File: src/include/bev_config.svh
`ifndef BEV_CONFIG_SVH
`define BEV_CONFIG_SVH

// ingredient amounts stored per box
`define BEV_AMOUNT_W 12

// supply saturates every ingredient at this value
`define BEV_AMOUNT_MAX 4095

// one record per box in external memory
`define BEV_BOX_AW 8

// width of one stored record
`define BEV_WORD_W 64

// volume of one recipe quarter for each cup size
// a full cup is four quarters
`define BEV_QUARTER_L 240
`define BEV_QUARTER_M 180
`define BEV_QUARTER_S 120

`endif

File: src/rtl/bev_pkg.sv
`default_nettype none

`include "bev_config.svh"

package bev_pkg;

    typedef enum logic [1:0] {
        act_make_drink = 2'd0,
        act_supply     = 2'd1,
        act_check_date = 2'd2
    } action_e;

    typedef enum logic [2:0] {
        drink_black_tea          = 3'd0,
        drink_milk_tea           = 3'd1,
        drink_extra_milk_tea     = 3'd2,
        drink_green_tea          = 3'd3,
        drink_green_milk_tea     = 3'd4,
        drink_pineapple_juice    = 3'd5,
        drink_pineapple_tea      = 3'd6,
        drink_pineapple_milk_tea = 3'd7
    } drink_e;

    // code 2 is not a cup size
    typedef enum logic [1:0] {
        size_l = 2'd0,
        size_m = 2'd1,
        size_s = 2'd3
    } size_e;

    typedef enum logic [1:0] {
        err_none     = 2'd0,
        err_expired  = 2'd1,
        err_shortage = 2'd2,
        err_overflow = 2'd3
    } err_e;

    typedef struct packed {
        logic [3:0] month;
        logic [4:0] day;
    } bev_date_t;

    typedef struct packed {
        logic [`BEV_AMOUNT_W-1:0] black_tea;
        logic [`BEV_AMOUNT_W-1:0] green_tea;
        logic [`BEV_AMOUNT_W-1:0] milk;
        logic [`BEV_AMOUNT_W-1:0] pineapple;
    } amounts_t;

    typedef struct packed {
        action_e                action;
        drink_e                 drink;
        size_e                  size;
        bev_date_t              date;
        logic [`BEV_BOX_AW-1:0] box;
        // delivered amounts, only used by supply
        amounts_t               supply;
    } bev_cmd_t;

    // layout of one memory word, msb first
    typedef struct packed {
        logic [`BEV_AMOUNT_W-1:0] black_tea;
        logic [`BEV_AMOUNT_W-1:0] green_tea;
        logic [7:0]               month;
        logic [`BEV_AMOUNT_W-1:0] milk;
        logic [`BEV_AMOUNT_W-1:0] pineapple;
        logic [7:0]               day;
    } box_record_t;

    typedef struct packed {
        logic [`BEV_BOX_AW-1:0] addr;
        logic                   write;
        box_record_t            data;
    } mem_req_t;

    typedef struct packed {
        err_e err;
        logic complete;
    } bev_result_t;

endpackage

`default_nettype wire

File: src/rtl/bev_controller.sv
`default_nettype none

module bev_controller (
    input  logic                 clk,
    input  logic                 inf,
    input  logic                 cmd_valid,
    input  bev_pkg::bev_cmd_t    cmd,
    output logic                 mem_req_valid,
    output bev_pkg::mem_req_t    mem_req,
    input  logic                 mem_resp_valid,
    input  bev_pkg::box_record_t mem_resp_data,
    output logic                 out_valid,
    output bev_pkg::bev_result_t result,
    output bev_pkg::bev_cmd_t    cur_cmd,
    output bev_pkg::box_record_t cur_record,
    input  bev_pkg::box_record_t new_record,
    input  bev_pkg::err_e        eval_err
);

    typedef enum logic [2:0] {
        st_idle,
        st_read,
        st_wait_read,
        st_eval,
        st_write,
        st_wait_write,
        st_output
    } state_t;

    state_t state;
    state_t state_next;

    // write response seen, delayed one cycle to line up with the read path
    logic resp_q;
    logic do_write;

    bev_pkg::box_record_t wr_record;
    bev_pkg::err_e        err_q;

    // supply always stores its sums, a make only when nothing failed
    assign do_write = (cur_cmd.action == bev_pkg::act_supply) ||
                      ((cur_cmd.action == bev_pkg::act_make_drink) &&
                       (eval_err == bev_pkg::err_none));

    always_comb begin
        state_next = state;
        case (state)
            st_idle: begin
                if (cmd_valid) begin
                    state_next = st_read;
                end
            end
            st_read: begin
                state_next = st_wait_read;
            end
            st_wait_read: begin
                if (mem_resp_valid) begin
                    state_next = st_eval;
                end
            end
            st_eval: begin
                state_next = do_write ? st_write : st_output;
            end
            st_write: begin
                state_next = st_wait_write;
            end
            st_wait_write: begin
                if (resp_q) begin
                    state_next = st_output;
                end
            end
            st_output: begin
                state_next = st_idle;
            end
            default: begin
                state_next = st_idle;
            end
        endcase
    end

    always_ff @(posedge clk or negedge inf) begin
        if (!inf) begin
            state  <= st_idle;
            resp_q <= 1'b0;
        end else begin
            state  <= state_next;
            resp_q <= mem_resp_valid && (state == st_wait_write);
        end
    end

    // command and record held for the whole transaction
    always_ff @(posedge clk) begin
        if (state == st_idle && cmd_valid) begin
            cur_cmd <= cmd;
        end
        if (state == st_wait_read && mem_resp_valid) begin
            cur_record <= mem_resp_data;
        end
        // the only cycle in which the evaluator output is used
        if (state == st_eval) begin
            wr_record <= new_record;
            err_q     <= eval_err;
        end
    end

    assign mem_req_valid = (state == st_read) || (state == st_write);

    always_comb begin
        mem_req = '0;
        if (state == st_read) begin
            mem_req.addr = cur_cmd.box;
        end else if (state == st_write) begin
            mem_req.addr  = cur_cmd.box;
            mem_req.write = 1'b1;
            mem_req.data  = wr_record;
        end
    end

    assign out_valid = (state == st_output);

    always_comb begin
        result = '0;
        if (out_valid) begin
            result.err      = err_q;
            result.complete = (err_q == bev_pkg::err_none);
        end
    end

endmodule

`default_nettype wire

File: src/rtl/bev_top.sv
`default_nettype none

module bev_top (
    input  logic                 clk,
    input  logic                 inf,
    input  logic                 cmd_valid,
    input  bev_pkg::bev_cmd_t    cmd,
    output logic                 mem_req_valid,
    output bev_pkg::mem_req_t    mem_req,
    input  logic                 mem_resp_valid,
    input  bev_pkg::box_record_t mem_resp_data,
    output logic                 out_valid,
    output bev_pkg::bev_result_t result
);

    // latched command and record from the controller
    bev_pkg::bev_cmd_t    cur_cmd;
    bev_pkg::box_record_t cur_record;

    // evaluation result back to the controller
    bev_pkg::box_record_t new_record;
    bev_pkg::err_e        eval_err;

    bev_controller u_ctrl (
        .clk            (clk),
        .inf            (inf),
        .cmd_valid      (cmd_valid),
        .cmd            (cmd),
        .mem_req_valid  (mem_req_valid),
        .mem_req        (mem_req),
        .mem_resp_valid (mem_resp_valid),
        .mem_resp_data  (mem_resp_data),
        .out_valid      (out_valid),
        .result         (result),
        .cur_cmd        (cur_cmd),
        .cur_record     (cur_record),
        .new_record     (new_record),
        .eval_err       (eval_err)
    );

    stock_eval u_eval (
        .cmd        (cur_cmd),
        .record     (cur_record),
        .new_record (new_record),
        .err        (eval_err)
    );

endmodule

`default_nettype wire

File: src/rtl/recipe_table.sv
`default_nettype none

`include "bev_config.svh"

module recipe_table (
    input  bev_pkg::drink_e   drink,
    input  bev_pkg::size_e    size,
    output bev_pkg::amounts_t usage
);

    // number of quarters of each ingredient in the cup
    logic [2:0]               q_black;
    logic [2:0]               q_green;
    logic [2:0]               q_milk;
    logic [2:0]               q_pine;
    logic [`BEV_AMOUNT_W-1:0] quarter;

    // volume of one quarter for the cup size
    always_comb begin
        case (size)
            bev_pkg::size_l: quarter = `BEV_AMOUNT_W'(`BEV_QUARTER_L);
            bev_pkg::size_m: quarter = `BEV_AMOUNT_W'(`BEV_QUARTER_M);
            bev_pkg::size_s: quarter = `BEV_AMOUNT_W'(`BEV_QUARTER_S);
            // unused size code makes nothing
            default:         quarter = '0;
        endcase
    end

    always_comb begin
        q_black = 3'd0;
        q_green = 3'd0;
        q_milk  = 3'd0;
        q_pine  = 3'd0;
        case (drink)
            bev_pkg::drink_black_tea: begin
                q_black = 3'd4;
            end
            bev_pkg::drink_milk_tea: begin
                q_black = 3'd3;
                q_milk  = 3'd1;
            end
            bev_pkg::drink_extra_milk_tea: begin
                q_black = 3'd2;
                q_milk  = 3'd2;
            end
            bev_pkg::drink_green_tea: begin
                q_green = 3'd4;
            end
            bev_pkg::drink_green_milk_tea: begin
                q_green = 3'd2;
                q_milk  = 3'd2;
            end
            bev_pkg::drink_pineapple_juice: begin
                q_pine = 3'd4;
            end
            bev_pkg::drink_pineapple_tea: begin
                q_black = 3'd2;
                q_pine  = 3'd2;
            end
            bev_pkg::drink_pineapple_milk_tea: begin
                q_black = 3'd2;
                q_milk  = 3'd1;
                q_pine  = 3'd1;
            end
            default: begin
                q_black = 3'd0;
            end
        endcase
    end

    // at most 4 x 240, always fits the amount width
    assign usage.black_tea = `BEV_AMOUNT_W'(q_black) * quarter;
    assign usage.green_tea = `BEV_AMOUNT_W'(q_green) * quarter;
    assign usage.milk      = `BEV_AMOUNT_W'(q_milk) * quarter;
    assign usage.pineapple = `BEV_AMOUNT_W'(q_pine) * quarter;

endmodule

`default_nettype wire

File: src/rtl/stock_eval.sv
`default_nettype none

`include "bev_config.svh"

module stock_eval (
    input  bev_pkg::bev_cmd_t    cmd,
    input  bev_pkg::box_record_t record,
    output bev_pkg::box_record_t new_record,
    output bev_pkg::err_e        err
);

    bev_pkg::amounts_t usage;

    // lane 3 is black tea down to lane 0 pineapple, same order as amounts_t
    logic [3:0][`BEV_AMOUNT_W-1:0] have;
    logic [3:0][`BEV_AMOUNT_W-1:0] need;
    logic [3:0][`BEV_AMOUNT_W-1:0] add;
    logic [3:0][`BEV_AMOUNT_W-1:0] left;
    logic [3:0][`BEV_AMOUNT_W-1:0] filled;

    logic expired;
    logic short;
    logic over;

    recipe_table u_recipe (
        .drink (cmd.drink),
        .size  (cmd.size),
        .usage (usage)
    );

    assign have = {record.black_tea, record.green_tea, record.milk, record.pineapple};
    assign need = usage;
    assign add  = cmd.supply;

    // order date strictly after the stored expiry date
    assign expired = ({4'b0, cmd.date.month} > record.month) ||
                     (({4'b0, cmd.date.month} == record.month) &&
                      ({3'b0, cmd.date.day} > record.day));

    always_comb begin
        logic [`BEV_AMOUNT_W:0] sum;
        short = 1'b0;
        over  = 1'b0;
        for (int i = 0; i < 4; i++) begin
            sum       = {1'b0, have[i]} + {1'b0, add[i]};
            left[i]   = have[i] - need[i];
            short     = short | (have[i] < need[i]);
            if (sum > `BEV_AMOUNT_MAX) begin
                over      = 1'b1;
                filled[i] = `BEV_AMOUNT_W'(`BEV_AMOUNT_MAX);
            end else begin
                filled[i] = sum[`BEV_AMOUNT_W-1:0];
            end
        end
    end

    always_comb begin
        new_record = record;
        err        = bev_pkg::err_none;
        case (cmd.action)
            bev_pkg::act_make_drink: begin
                // an expired box reports expired even when stock is short too
                if (expired) begin
                    err = bev_pkg::err_expired;
                end else if (short) begin
                    err = bev_pkg::err_shortage;
                end else begin
                    new_record.black_tea = left[3];
                    new_record.green_tea = left[2];
                    new_record.milk      = left[1];
                    new_record.pineapple = left[0];
                end
            end
            bev_pkg::act_supply: begin
                if (over) begin
                    err = bev_pkg::err_overflow;
                end
                // saturated amounts are stored even on overflow
                new_record.black_tea = filled[3];
                new_record.green_tea = filled[2];
                new_record.milk      = filled[1];
                new_record.pineapple = filled[0];
                new_record.month     = {4'b0, cmd.date.month};
                new_record.day       = {3'b0, cmd.date.day};
            end
            bev_pkg::act_check_date: begin
                if (expired) begin
                    err = bev_pkg::err_expired;
                end
            end
            default: begin
                err = bev_pkg::err_none;
            end
        endcase
    end

endmodule

`default_nettype wire

File: config.mk
export PLATFORM = sky130hd
export DESIGN_NAME = bev_top
export DESIGN_NICKNAME = d
export VERILOG_FILES = /design/src/rtl/bev_pkg.sv /design/src/rtl/bev_controller.sv /design/src/rtl/bev_top.sv /design/src/rtl/recipe_table.sv /design/src/rtl/stock_eval.sv
export VERILOG_INCLUDE_DIRS = /design/src /design/src/include
export SDC_FILE = /design/constraint.sdc
export NUM_CORES = 1
export LEC_CHECK = 0
export BUFFER_PORTS_ARGS = -buffer_cell sky130_fd_sc_hd__clkbuf_2
export CAP_MARGIN = 20
export CORE_ASPECT_RATIO = 1.1
export CORE_UTILIZATION = 45
export CTS_CLUSTER_SIZE = 8
export DETAILED_ROUTE_END_ITERATION = 7
export PLACE_DENSITY = 0.67
export SLEW_MARGIN = 20
export SYNTH_ARGS = -nofsm -noshare
export SYNTH_HDL_FRONTEND = slang
export SYNTH_SLANG_ARGS = --single-unit
File: constraint.sdc
create_clock -name clk -period 12.05 [get_ports clk]
set_input_delay 2.41 -clock clk [delete_from_list [all_inputs] [get_ports clk]]
set_output_delay 2.41 -clock clk [all_outputs]
set_load 0.005 [all_outputs]
==> results by group, run 1 <==
Outcome
  – Status: complete, no violations

STA
  – Final worst slack: 6340 ps
  – Final min period: 5710 ps
  – Setup TNS: 0 ps
  – Rel. slew slack: 25.0%
  – Hold_ws: around 550 ps
  – Clock Skews: 10.7 ps
  – Least-Margin Pin Slew: ~1100 ps
  – # setup viols final: 0
  – Fin. max-slew vios: 0
  – Period utilisation layout: about 47%
  – Final number of hold-violating endpoints: 0
  – RSZ-0062 raised after global routing: false
  – Peak Freq: 0.175 GHz

Clock tree
  – CTS Buf Count: 29
  – Clk slew on worst S/H paths: ~50 ps
  – CTS Hold Bufs: 0
  – Total setup buffers inserted after CTS: 0
  – Clock sink count: 206
  – Clock latency on the worst-skew pair: 550 ps
  – Post-CTS sizing: 0
  – Root Buffer Master: clkbuf_16
  – CTS tree: built
  – Max H-tree Level: 1
  – Clock tree buffer depth: 3

Critical path
  – Reg2reg setup slack: around 6300 ps
  – FF-to-FF End: u_ctrl.wr_record[15]$_DFFE_PP_
  – Worst path slowest cell: o21ai_1
  – Worst setup EP type: register
  – CP required: 12,470 ps
  – Critical path type: reg -> reg
  – CP arrival: 6130 ps
  – Reg2Reg Depth: 20
  – Max stage delay on crit path: about 860 ps
  – Critical Path End: u_ctrl.wr_record[15]$_DFFE_PP_
  – Worst setup SP type: register
  – Crit Path Max Fanout: 18
  – CP cell instances: nor2b_1 -> xnor2_1 -> nor2_1 -> inv_1 -> fa_1 -> inv_1 -> ha_1 -> a21o_1 -> a21oi_1 -> o21bai_1 -> a21oi_1 -> xor2_1 -> ha_1 -> o21a_1 -> o21ai_1 -> a22o_1 -> a211oi_4 -> o211ai_2 -> o21ai_1 -> o221a_2
  – Reg2Reg Launch Point: u_ctrl.cur_cmd[67]$_DFFE_PP_
  – Setup crit start: u_ctrl.cur_cmd[67]$_DFFE_PP_

Power
  – Overall power: roughly 0.003 W
  – Leakage Power: about 6.4 nW
  – Peak supply drop: around 0.11 mV
  – Pwr/cell area: between 150 and 200 nW/um^2

Route
  – Initial DRC Count: between 600 and 700
  – Drt pass-1 iters: 6
  – Avg WL per Cell: 18.0 microns
  – DRC viols: 0
  – Vias per cell: around 5.4
  – Antenna-violating nets left: 0
  – Final WL: roughly 32 mm
  – Via count: roughly 9,500

Yosys
  – Share of the synthesized area in the top cell type: between 40% and 50%
  – Seq cells post-synth: ~210
  – Post-synth top cells: edfxtp_1, ha_1, and2_1
  – Most used DFF post-synth: edfxtp_1
  – Syn Std Cell Area: ~13,000 sq um
  – Synth async-reset ratio: 1.94%
  – Count leader, synth: edfxtp_1
  – Post-Syn Instances: ~1,200
  – Post-synth top area cell: edfxtp_1
  – Largest cells by area after synthesis: edfxtp_1, ha_1, and2_1
  – Yosys cell types: 70
  – Mapped Nets: approximately 1,400
  – Avg Cell Area, Syn: between 10 and 15 sq um
  – Post-synth EDFFs: 202
  – Seq/Total Area, Yosys: between 40 and 50%
  – Yosys warns: 0

Place
  – Area after DPL: 14,400 sq um
  – Dpl hpwl: between 20 and 25 mm
  – Dpl ws: between 6000 and 7000 ps
  – IO Port Bufs: approximately 220
  – GPL Wtd Cong: around 0.88

Finish
  – Nets@finish: roughly 1,700
  – Post-route design area: between 15,000 and 20,000 sq um
  – Antenna Cells: 0
  – P&R area growth vs syn: 18.0%
  – Share of cells above drive strength 1: between 20% and 30%

Floorplanning
  – Die Span Y: ~180 microns
  – Die Wd: ~160 microns
  – Num ports: ~220
  – Core Area: 27,900 sq um
  – Site Rows: 64
  – Die ar.: 29,300 sq um
  – Starting Density: a little under half

Global routing
  – Largest net degree at the start of global routing: 66
  – GRT Overall Usage: a little over a fifth
  – Initial antenna violation count: 0
  – First-pass GRT wire length: a little under 50 mm
  – Vias in the first global route: between 9,000 and 10,000
  – Gr ovfl total: 0

Flow run
  – Max-cap check violation count: 0

Min path
  – Worst Hold Launch: u_ctrl.cur_record[36]$_DFFE_PP_
  – Worst hold path class: reg -> reg
[power by group]
part	total [W]	internal [W]	switching, W	leakage (nW)
Sequential	0.00107	0.000992	0.0000823	1.90
Combinational	0.00116	0.000480	0.000677	4.16
Clock	0.000735	0.000439	0.000296	0.385
[worst min path at each step]
| stage | slack, ps | depth (start not counted) | to |
|---|---|---|---|
| 2_1_floorplan | 510 | 2 | u_ctrl.wr_record[20]$_DFFE_PP_ |
| 3_3_place_gp | 530 | 2 | u_ctrl.wr_record[40]$_DFFE_PP_ |
| 3_5_place_dp | 540 | 2 | u_ctrl.wr_record[40]$_DFFE_PP_ |
| 4_1_cts | 550 | 2 | u_ctrl.wr_record[40]$_DFFE_PP_ |
| 5_1_grt | 570 | 1 | u_ctrl.wr_record[39]$_SDFFCE_PP0P_ |
| 6_report | 550 | 1 | u_ctrl.wr_record[36]$_SDFFCE_PP0P_ |
[cells by family (layout without fill, tap and decap cells)]
kind of cell | Yosys count | in the layout | share of synthesized area (%)
AO/OA/AOI/OAI | 264 | 264 | 14.7
XOR/XNOR | 69 | 69 | 4.70
adder cells (fa/ha/maj) | 142 | 142 | 14.8
buffers and inverters | 110 | 351 | 3.36
flip-flops | 206 | 206 | 48.0
multiplexers | 3 | 3 | 0.234
AND/OR/NAND/NOR | 360 | 360 | 14.4
[sequential cells by signal (all words and copies together) (netlist names)]
signal             cells
u_ctrl.cur_cmd        72
u_ctrl.cur_record     64
u_ctrl.err_q           2
u_ctrl.resp_q          1
u_ctrl.state           3
u_ctrl.wr_record      64
[critical path, delay by kind of cell, from the launching register on]
family                   cells  cell delay, ps
AO/OA/AOI/OAI               11            2830
adder cells (fa/ha/maj)      3            1130
flip-flops                   1             650
AND/OR/NAND/NOR              2             510
XOR/XNOR                     2             240
buffers and inverters        2             180
[per-layer routing]
layer	wire, microns	global-route usage [%]	share of wire (%)
met1	13400	27.0	42
met4	826	6.66	2.6
met2	15900	38.6	50
met5	0	0	0
met3	1500	2.36	4.8
[through the flow]
stage / util (%) / std cells
final: 54.3 / 1758
after CTS: 54.3 / 1758
after global routing: 54.3 / 1758
after floorplan: - / 1154
after detailed placement: 51.4 / 1713
after global placement: 51.4 / 1713
[final cells by class]
class	instances	area (sq um)
well taps	363	454
clock inverters	1	20.0
clock buffers	44	782
multi-input cells	838	6290
inverters	79	297
repair buffers	227	1160
flip-flops and latches	206	6170
fillers	2445	12800
[cell usage in the layout (no fill, tap or decap), types with 32 or more instances in the layout]
master,count
clkbuf_2,217
and2_1,89
inv_1,79
xor2_1,32
nor2_1,88
a21oi_1,70
xnor2_1,37
nand2_1,62
edfxtp_1,202
o21ai_0,41
ha_1,126
(Power assumes the default switching activity.)
==> run 2, diff against run 1 <==
==> constraint.sdc (replaced) <==
create_clock -name clk -period 5.5 [get_ports clk]
set_input_delay 1.1 -clock clk [delete_from_list [all_inputs] [get_ports clk]]
set_output_delay 1.1 -clock clk [all_outputs]
set_load 0.005 [all_outputs]
==> results by group, run 2 (synthesis results as in run 1) <==
Finish
  – Largest Register: u_ctrl.cur_cmd
  – Commonest non-fill, non-tap cell in the layout: clkbuf_2
  – P&R area growth vs syn: 18.9%
  – Nets@finish: 1,673
  – Antenna Cells: 0
  – Commonest non-fill, non-tap cells in the layout: clkbuf_2, edfxtp_1, ha_1, and2_1, nor2_1
  – Largest register FFs: between 70 and 80
  – Final Non-Filler Cells: roughly 1,800
  – Top Registers: u_ctrl.cur_cmd: 72 flops, u_ctrl.cur_record: 64 flops, u_ctrl.wr_record: 64 flops
  – Share of cells above drive strength 1: 21.8%

Critical path
  – CP cell instances: nand2_1 -> or3_1 -> fa_1 -> inv_1 -> ha_1 -> a21o_1 -> a21oi_1 -> o21bai_1 -> a21oi_1 -> xor2_1 -> ha_1 -> o21a_1 -> o21ai_0 -> a22o_1 -> a211oi_4 -> o211ai_2 -> or4_1 -> a22o_1
  – Reg2Reg Launch Point: u_ctrl.cur_cmd[68]$_DFFE_PP_
  – Reg2Reg Depth: 18
  – Cell depth of the worst setup path: 18
  – CP arrival: between 5000 and 6000 ps
  – CP required: between 5000 and 6000 ps
  – Critical path type: reg -> reg
  – Reg2reg setup slack: approximately 320 ps
  – Buf/Inv on CP: 1
  – Worst setup SP type: register
  – Worst setup EP type: register
  – Crit Path Max Fanout: 12
  – Worst path slowest cell: fa_1
  – FF-to-FF End: u_ctrl.wr_record[63]$_DFFE_PP_
  – Max stage delay on crit path: ~600 ps
  – Crit path max-delay family: compound AO/OA/AOI/OAI gates

Place
  – Dpl hpwl: about 23 mm
  – GPL Wtd Cong: slightly below 0.9
  – Inst Count DP: 1,718
  – IO Port Bufs: 217

STA
  – Period utilisation layout: 94.1%
  – Peak Freq: 0.193 GHz
  – Least-Margin Pin Slew: 940 ps
  – Fin. max-slew vios: 0
  – Final min period: between 5000 and 6000 ps
  – Clock Skews: between 20 and 25 ps
  – RSZ-0062 raised after global routing: false
  – Setup TNS: 0 ps
  – Final number of hold-violating endpoints: 0
  – Rel. slew slack: between 30% and 40%
  – # setup viols final: 0
  – Hold_ws: 349 ps

Route
  – Vias per cell: 5.43
  – Final WL: around 31 mm
  – Initial DRC Count: around 550
  – DRC viols: 0
  – Antenna-violating nets left: 0
  – Avg WL per Cell: around 18 microns
  – Via count: around 9,600
  – Drt pass-1 iters: 7

Clock tree
  – Clk slew on worst S/H paths: ~60 ps
  – Clock latency on the worst-skew pair: about 570 ps
  – Max H-tree Level: 1
  – CTS Buf Count: 29
  – CTS tree: built
  – CTS Hold Bufs: 0
  – Clock tree buffer depth: 3
  – Clock sink count: slightly above 200
  – Root Buffer Master: clkbuf_16

Floorplanning
  – Site Rows: 64
  – Die ar.: between 20,000 and 30,000 sq um
  – Die Wd: 163 microns
  – Core Area: around 28,000 sq um
  – Num ports: 218
  – Die Span Y: 179 microns
  – Starting Density: approximately 46%

Global routing
  – Gr ovfl total: 0
  – GRT Overall Usage: a little over a fifth
  – Initial antenna violation count: 0
  – First-pass GRT wire length: around 49 mm
  – Largest net degree at the start of global routing: 66
  – Vias in the first global route: 9,243

Power
  – Peak supply drop: between 0.2 and 0.3 mV
  – Pwr/cell area: between 400 and 500 nW/um^2
  – Leakage Power: 6.50 nW

Outcome
  – Status: complete, no violations

Min path
  – Worst hold path class: in -> async

Flow run
  – Max-cap check violation count: 0
-- run 2: changes by cell type in the layout (fill, tap and decap cells not counted), sizes merged --
cell / delta
clkbuf: -1
buf: +10
-- run 2: stage by stage --
step	utilization [%]	power (W)	setup slack [ps]	instance area (sq um)
floorplan	-	0.00419	143	12900
global placement	51.6	0.00488	382	14400
detailed placement	51.6	0.00493	242	14400
CTS	54.5	0.00659	242	15200
global route	54.7	0.00699	19.3	15300
finish	54.7	0.00655	324	15300
-- run 2: how the worst max path moves through the flow --
stage | from | end | slack, ps
final | u_ctrl.cur_cmd[68]$_DFFE_PP_ | u_ctrl.wr_record[63]$_DFFE_PP_ | 320
after global routing | u_ctrl.cur_cmd[67]$_DFFE_PP_ | u_ctrl.wr_record[47]$_DFFE_PP_ | 20
after CTS | u_ctrl.cur_cmd[65]$_DFFE_PP_ | u_ctrl.wr_record[63]$_DFFE_PP_ | 240
after detailed placement | u_ctrl.cur_cmd[65]$_DFFE_PP_ | u_ctrl.wr_record[47]$_DFFE_PP_ | 240
after global placement | u_ctrl.cur_cmd[65]$_DFFE_PP_ | u_ctrl.wr_record[19]$_DFFE_PP_ | 380
after floorplan | mem_resp_valid | u_ctrl.cur_record[0]$_DFFE_PP_ | 140
-- run 2: what timing repair did --
item / CTS / global route
buffers inserted: 0 / 5
setup endpoints to repair: 0 / 27
gates resized for setup: 0 / 3
-- run 2: layer usage --
| metal | track usage, % | up-vias | routed length [microns] |
|---|---|---|---|
| li1 | - | 4744 | - |
| met5 | 0 | - | 0 |
| met4 | 7.52 | 0 | 920 |
| met2 | 37.2 | 297 | 15300 |
| met3 | 3.12 | 65 | 1780 |
| met1 | 27.6 | 4482 | 13400 |
-- run 2: power breakdown --
group,total (W),internal [W],switching (W)
Sequential,0.00235,0.00217,0.000180
Clock,0.00162,0.000972,0.000650
Combinational,0.00257,0.00108,0.00149
Total,0.00655,0.00423,0.00232
-- run 2: cell type report --
type,instances,area [sq um]
Timing Repair Buffer,237,1250
Clock inverter,1,20.0
Inverter,79,297
Tap cell,363,454
Clock buffer,43,788
Fill cell,2462,12700
Sequential cell,206,6170
Multi-Input combinational cell,838,6310
-- run 2: worst register-to-register path: stages (launching register included) --
cell and delay (ps):
edfxtp_1 560, nand2_1 190, or3_1 410, fa_1 610
inv_1 60, ha_1 300, a21o_1 190, a21oi_1 220
o21bai_1 90, a21oi_1 170, xor2_1 90, ha_1 330
o21a_1 130, o21ai_0 100, a22o_1 250, a211oi_4 300
o211ai_2 210, or4_1 500, a22o_1 220
==> run 3, diff against run 2 <==
--- a/config.mk
+++ b/config.mk
@@ -10,10 +10,12 @@
 export CAP_MARGIN = 20
 export CORE_ASPECT_RATIO = 1.1
 export CORE_UTILIZATION = 45
+export CTS_BUF_LIST = sky130_fd_sc_hd__clkbuf_4 sky130_fd_sc_hd__clkbuf_8
 export CTS_CLUSTER_SIZE = 8
 export DETAILED_ROUTE_END_ITERATION = 7
 export PLACE_DENSITY = 0.67
 export SLEW_MARGIN = 20
 export SYNTH_ARGS = -nofsm -noshare
 export SYNTH_HDL_FRONTEND = slang
+export SYNTH_HIERARCHICAL = 1
 export SYNTH_SLANG_ARGS = --single-unit
==> results by group, run 3 <==
STA
  – RSZ-0062 raised after global routing: false
  – Setup TNS: 0 ps
  – Peak Freq: about 0.19 GHz
  – Rel. slew slack: 28.8%
  – # setup viols final: 0
  – Final min period: approximately 5200 ps
  – Period utilisation layout: a little over nine tenths
  – Least-Margin Pin Slew: roughly 1100 ps
  – Final number of hold-violating endpoints: 0
  – Hold_ws: about 340 ps
  – Final worst slack: ~300 ps
  – Fin. max-slew vios: 0
  – Clock Skews: between 20 and 25 ps

Yosys
  – Post-synth EDFFs: just over 200
  – Synth async-reset ratio: under 10%
  – Yosys cell types: 78
  – Seq/Total Area, Yosys: 44.0%
  – Seq cells post-synth: between 200 and 250
  – Most used DFF post-synth: edfxtp_1
  – Post-synth top area cell: edfxtp_1
  – Share of the synthesized area in the top cell type: between 40% and 50%
  – Count leader, synth: edfxtp_1
  – Post-Syn Instances: 1,302
  – Largest cells by area after synthesis: edfxtp_1, ha_1, and2_1
  – Post-synth top cells: edfxtp_1, ha_1, inv_1
  – Yosys warns: 6
  – Syn Std Cell Area: between 10,000 and 15,000 sq um
  – Avg Cell Area, Syn: around 11 sq um

Floorplanning
  – Die Wd: 170 microns
  – Core Area: roughly 31,000 sq um
  – Die ar.: about 32,000 sq um
  – Starting Density: 45.9%
  – Num ports: about 220
  – Die Span Y: between 150 and 200 microns
  – Site Rows: between 60 and 70

Place
  – Dpl ws: ~120 ps
  – Dpl hpwl: approximately 26 mm
  – IO Port Bufs: ~220
  – Inst Count DP: 1,927
  – GPL Wtd Cong: between 0.8 and 0.9

Clock tree
  – Clk slew on worst S/H paths: 60 ps
  – CTS tree: built
  – Root Buffer Master: clkbuf_8
  – CTS Buf Count: 38
  – Clock tree buffer depth: 3
  – Clock latency on the worst-skew pair: ~560 ps
  – CTS Hold Bufs: 0
  – Clock sink count: 206
  – Max H-tree Level: 2

Critical path
  – CP arrival: 5520 ps
  – Crit path max-delay family: adder cells
  – Worst setup EP type: register
  – CP cell instances: inv_1 -> ha_2 -> or2_2 -> fa_1 -> inv_1 -> ha_1 -> fa_1 -> a211oi_1 -> nor2_1 -> nor2_1 -> inv_1 -> ha_1 -> nand3_1 -> o31a_1 -> a21oi_2 -> nand4_2 -> o21ai_2 -> nand2_1 -> buf_4 -> a222oi_1
  – Max stage delay on crit path: approximately 540 ps
  – Most frequent CP cell: inv_1
  – Reg2reg setup slack: 300 ps
  – FF-to-FF End: u_ctrl/wr_record[16]$_DFFE_PP_
  – CP required: between 5000 and 6000 ps
  – Reg2Reg Depth: 20
  – Worst setup SP type: register
  – Crit Path Max Fanout: 22
  – Critical path type: reg -> reg
  – Buf/Inv on CP: 4
  – Reg2Reg Launch Point: u_ctrl/cur_cmd[65]$_DFFE_PP_
  – Worst path slowest cell: fa_1

Power
  – Overall power: around 0.0065 W
  – Peak supply drop: 0.188 mV
  – Leakage Power: 7.17 nW
  – Pwr/cell area: 397 nW/um^2

Finish
  – P&R area growth vs syn: 17.2%
  – Final Non-Filler Cells: around 2,000
  – Largest Register: u_ctrl/cur_cmd
  – Antenna Cells: 0
  – Commonest non-fill, non-tap cells in the layout: clkbuf_2, edfxtp_1, inv_1, ha_1, and2_1
  – Share of cells above drive strength 1: between 20 and 25%
  – Nets@finish: approximately 1,900
  – Commonest non-fill, non-tap cell in the layout: clkbuf_2
  – Top Registers: u_ctrl/cur_cmd: 72 flops, u_ctrl/cur_record: 64 flops, u_ctrl/wr_record: 64 flops
  – Fillcell total: 2,839
  – Largest register FFs: ~70

Outcome
  – Status: complete, no violations

Global routing
  – Vias in the first global route: 10,300
  – Gr ovfl total: 0
  – Initial antenna violation count: 0
  – Largest net degree at the start of global routing: 52
  – GRT Overall Usage: between 20% and 30%
  – First-pass GRT wire length: about 53 mm

Route
  – Antenna-violating nets left: 0
  – Via count: roughly 11,000
  – Initial DRC Count: between 800 and 900
  – Vias per cell: 5.33
  – Avg WL per Cell: approximately 17 microns
  – DRC viols: 0
  – Drt pass-1 iters: 7
  – Final WL: 34.3 mm

Flow run
  – Max-cap check violation count: 0

Min path
  – Worst hold path class: in -> async
run 3: cell types whose count changed in the layout (fill, tap and decap cells not counted), moves of 14 or more:
cell and change:
nand2b_1 +15, clkbuf_8 +37, inv_1 +62, conb_1 +14
ha_1 +15, clkbuf_16 -29, nor2_1 -19
run 3: what timing repair did:
action	CTS	global route
hold endpoints to repair	0	0
setup endpoints to repair	0	47
gates resized for setup	0	5
buffers inserted	0	7
run 3: logic make-up (layout without fill, tap and decap cells):
kind of cell	Yosys count	after routing	share of synthesized area [%]
AND/OR/NAND/NOR	360	360	13.9
AO/OA/AOI/OAI	296	296	14.9
flip-flops	206	206	44.0
buffers and inverters	190	462	6.02
adder cells (fa/ha/maj)	161	161	15.4
XOR/XNOR	79	79	4.99
multiplexers	9	9	0.714
other	1	14	0.0268
run 3: how the worst max path moves through the flow:
| stage | from | end | slack, ps | depth (start not counted) |
|---|---|---|---|---|
| 2_1_floorplan | mem_resp_valid | u_ctrl/cur_record[0]$_DFFE_PP_ | 300 | 1 |
| 3_3_place_gp | u_ctrl/cur_cmd[65]$_DFFE_PP_ | u_ctrl/wr_record[30]$_DFFE_PP_ | -10 | 23 |
| 3_5_place_dp | u_ctrl/cur_cmd[65]$_DFFE_PP_ | u_ctrl/wr_record[56]$_DFFE_PP_ | 120 | 24 |
| 4_1_cts | u_ctrl/cur_cmd[65]$_DFFE_PP_ | u_ctrl/wr_record[55]$_DFFE_PP_ | 70 | 24 |
| 5_1_grt | u_ctrl/cur_cmd[65]$_DFFE_PP_ | u_ctrl/wr_record[24]$_DFFE_PP_ | 30 | 24 |
| 6_report | u_ctrl/cur_cmd[65]$_DFFE_PP_ | u_ctrl/wr_record[16]$_DFFE_PP_ | 300 | 20 |
run 3: area by class of cell:
type,count,area [sq um],share of cell area [%]
Clock buffer,49,606,3.69
Multi-Input combinational cell,919,7110,43.3
Clock inverter,18,124,0.754
Timing Repair Buffer,251,1350,8.23
Inverter,144,541,3.29
Tap cell,414,518,3.15
Sequential cell,206,6170,37.6
run 3: routing by layer:
layer / routed length, microns / track usage (%) / up-vias
met4: 773 / 6.72 / 0
li1: - / - / 5259
met1: 15700 / 29.0 / 5062
met3: 1830 / 3.68 / 43
met2: 16100 / 34.9 / 297
met5: 0 / 0 / -
run 3: metrics by stage:
| stage | instance area [sq um] | util (%) |
|---|---|---|
| 4_1_cts | 16400 | 53.6 |
| 6_report | 16400 | 53.8 |
| 2_1_floorplan | 14100 | - |
| 3_3_place_gp | 15600 | 51.2 |
| 3_5_place_dp | 15600 | 51.2 |
| 5_1_grt | 16400 | 53.8 |
run 3: power by group:
group | internal (W) | total (W) | switching (W)
Combinational | 0.00114 | 0.00274 | 0.00160
Sequential | 0.00216 | 0.00234 | 0.000185
Clock | 0.000776 | 0.00143 | 0.000657
Total | 0.00408 | 0.00651 | 0.00244
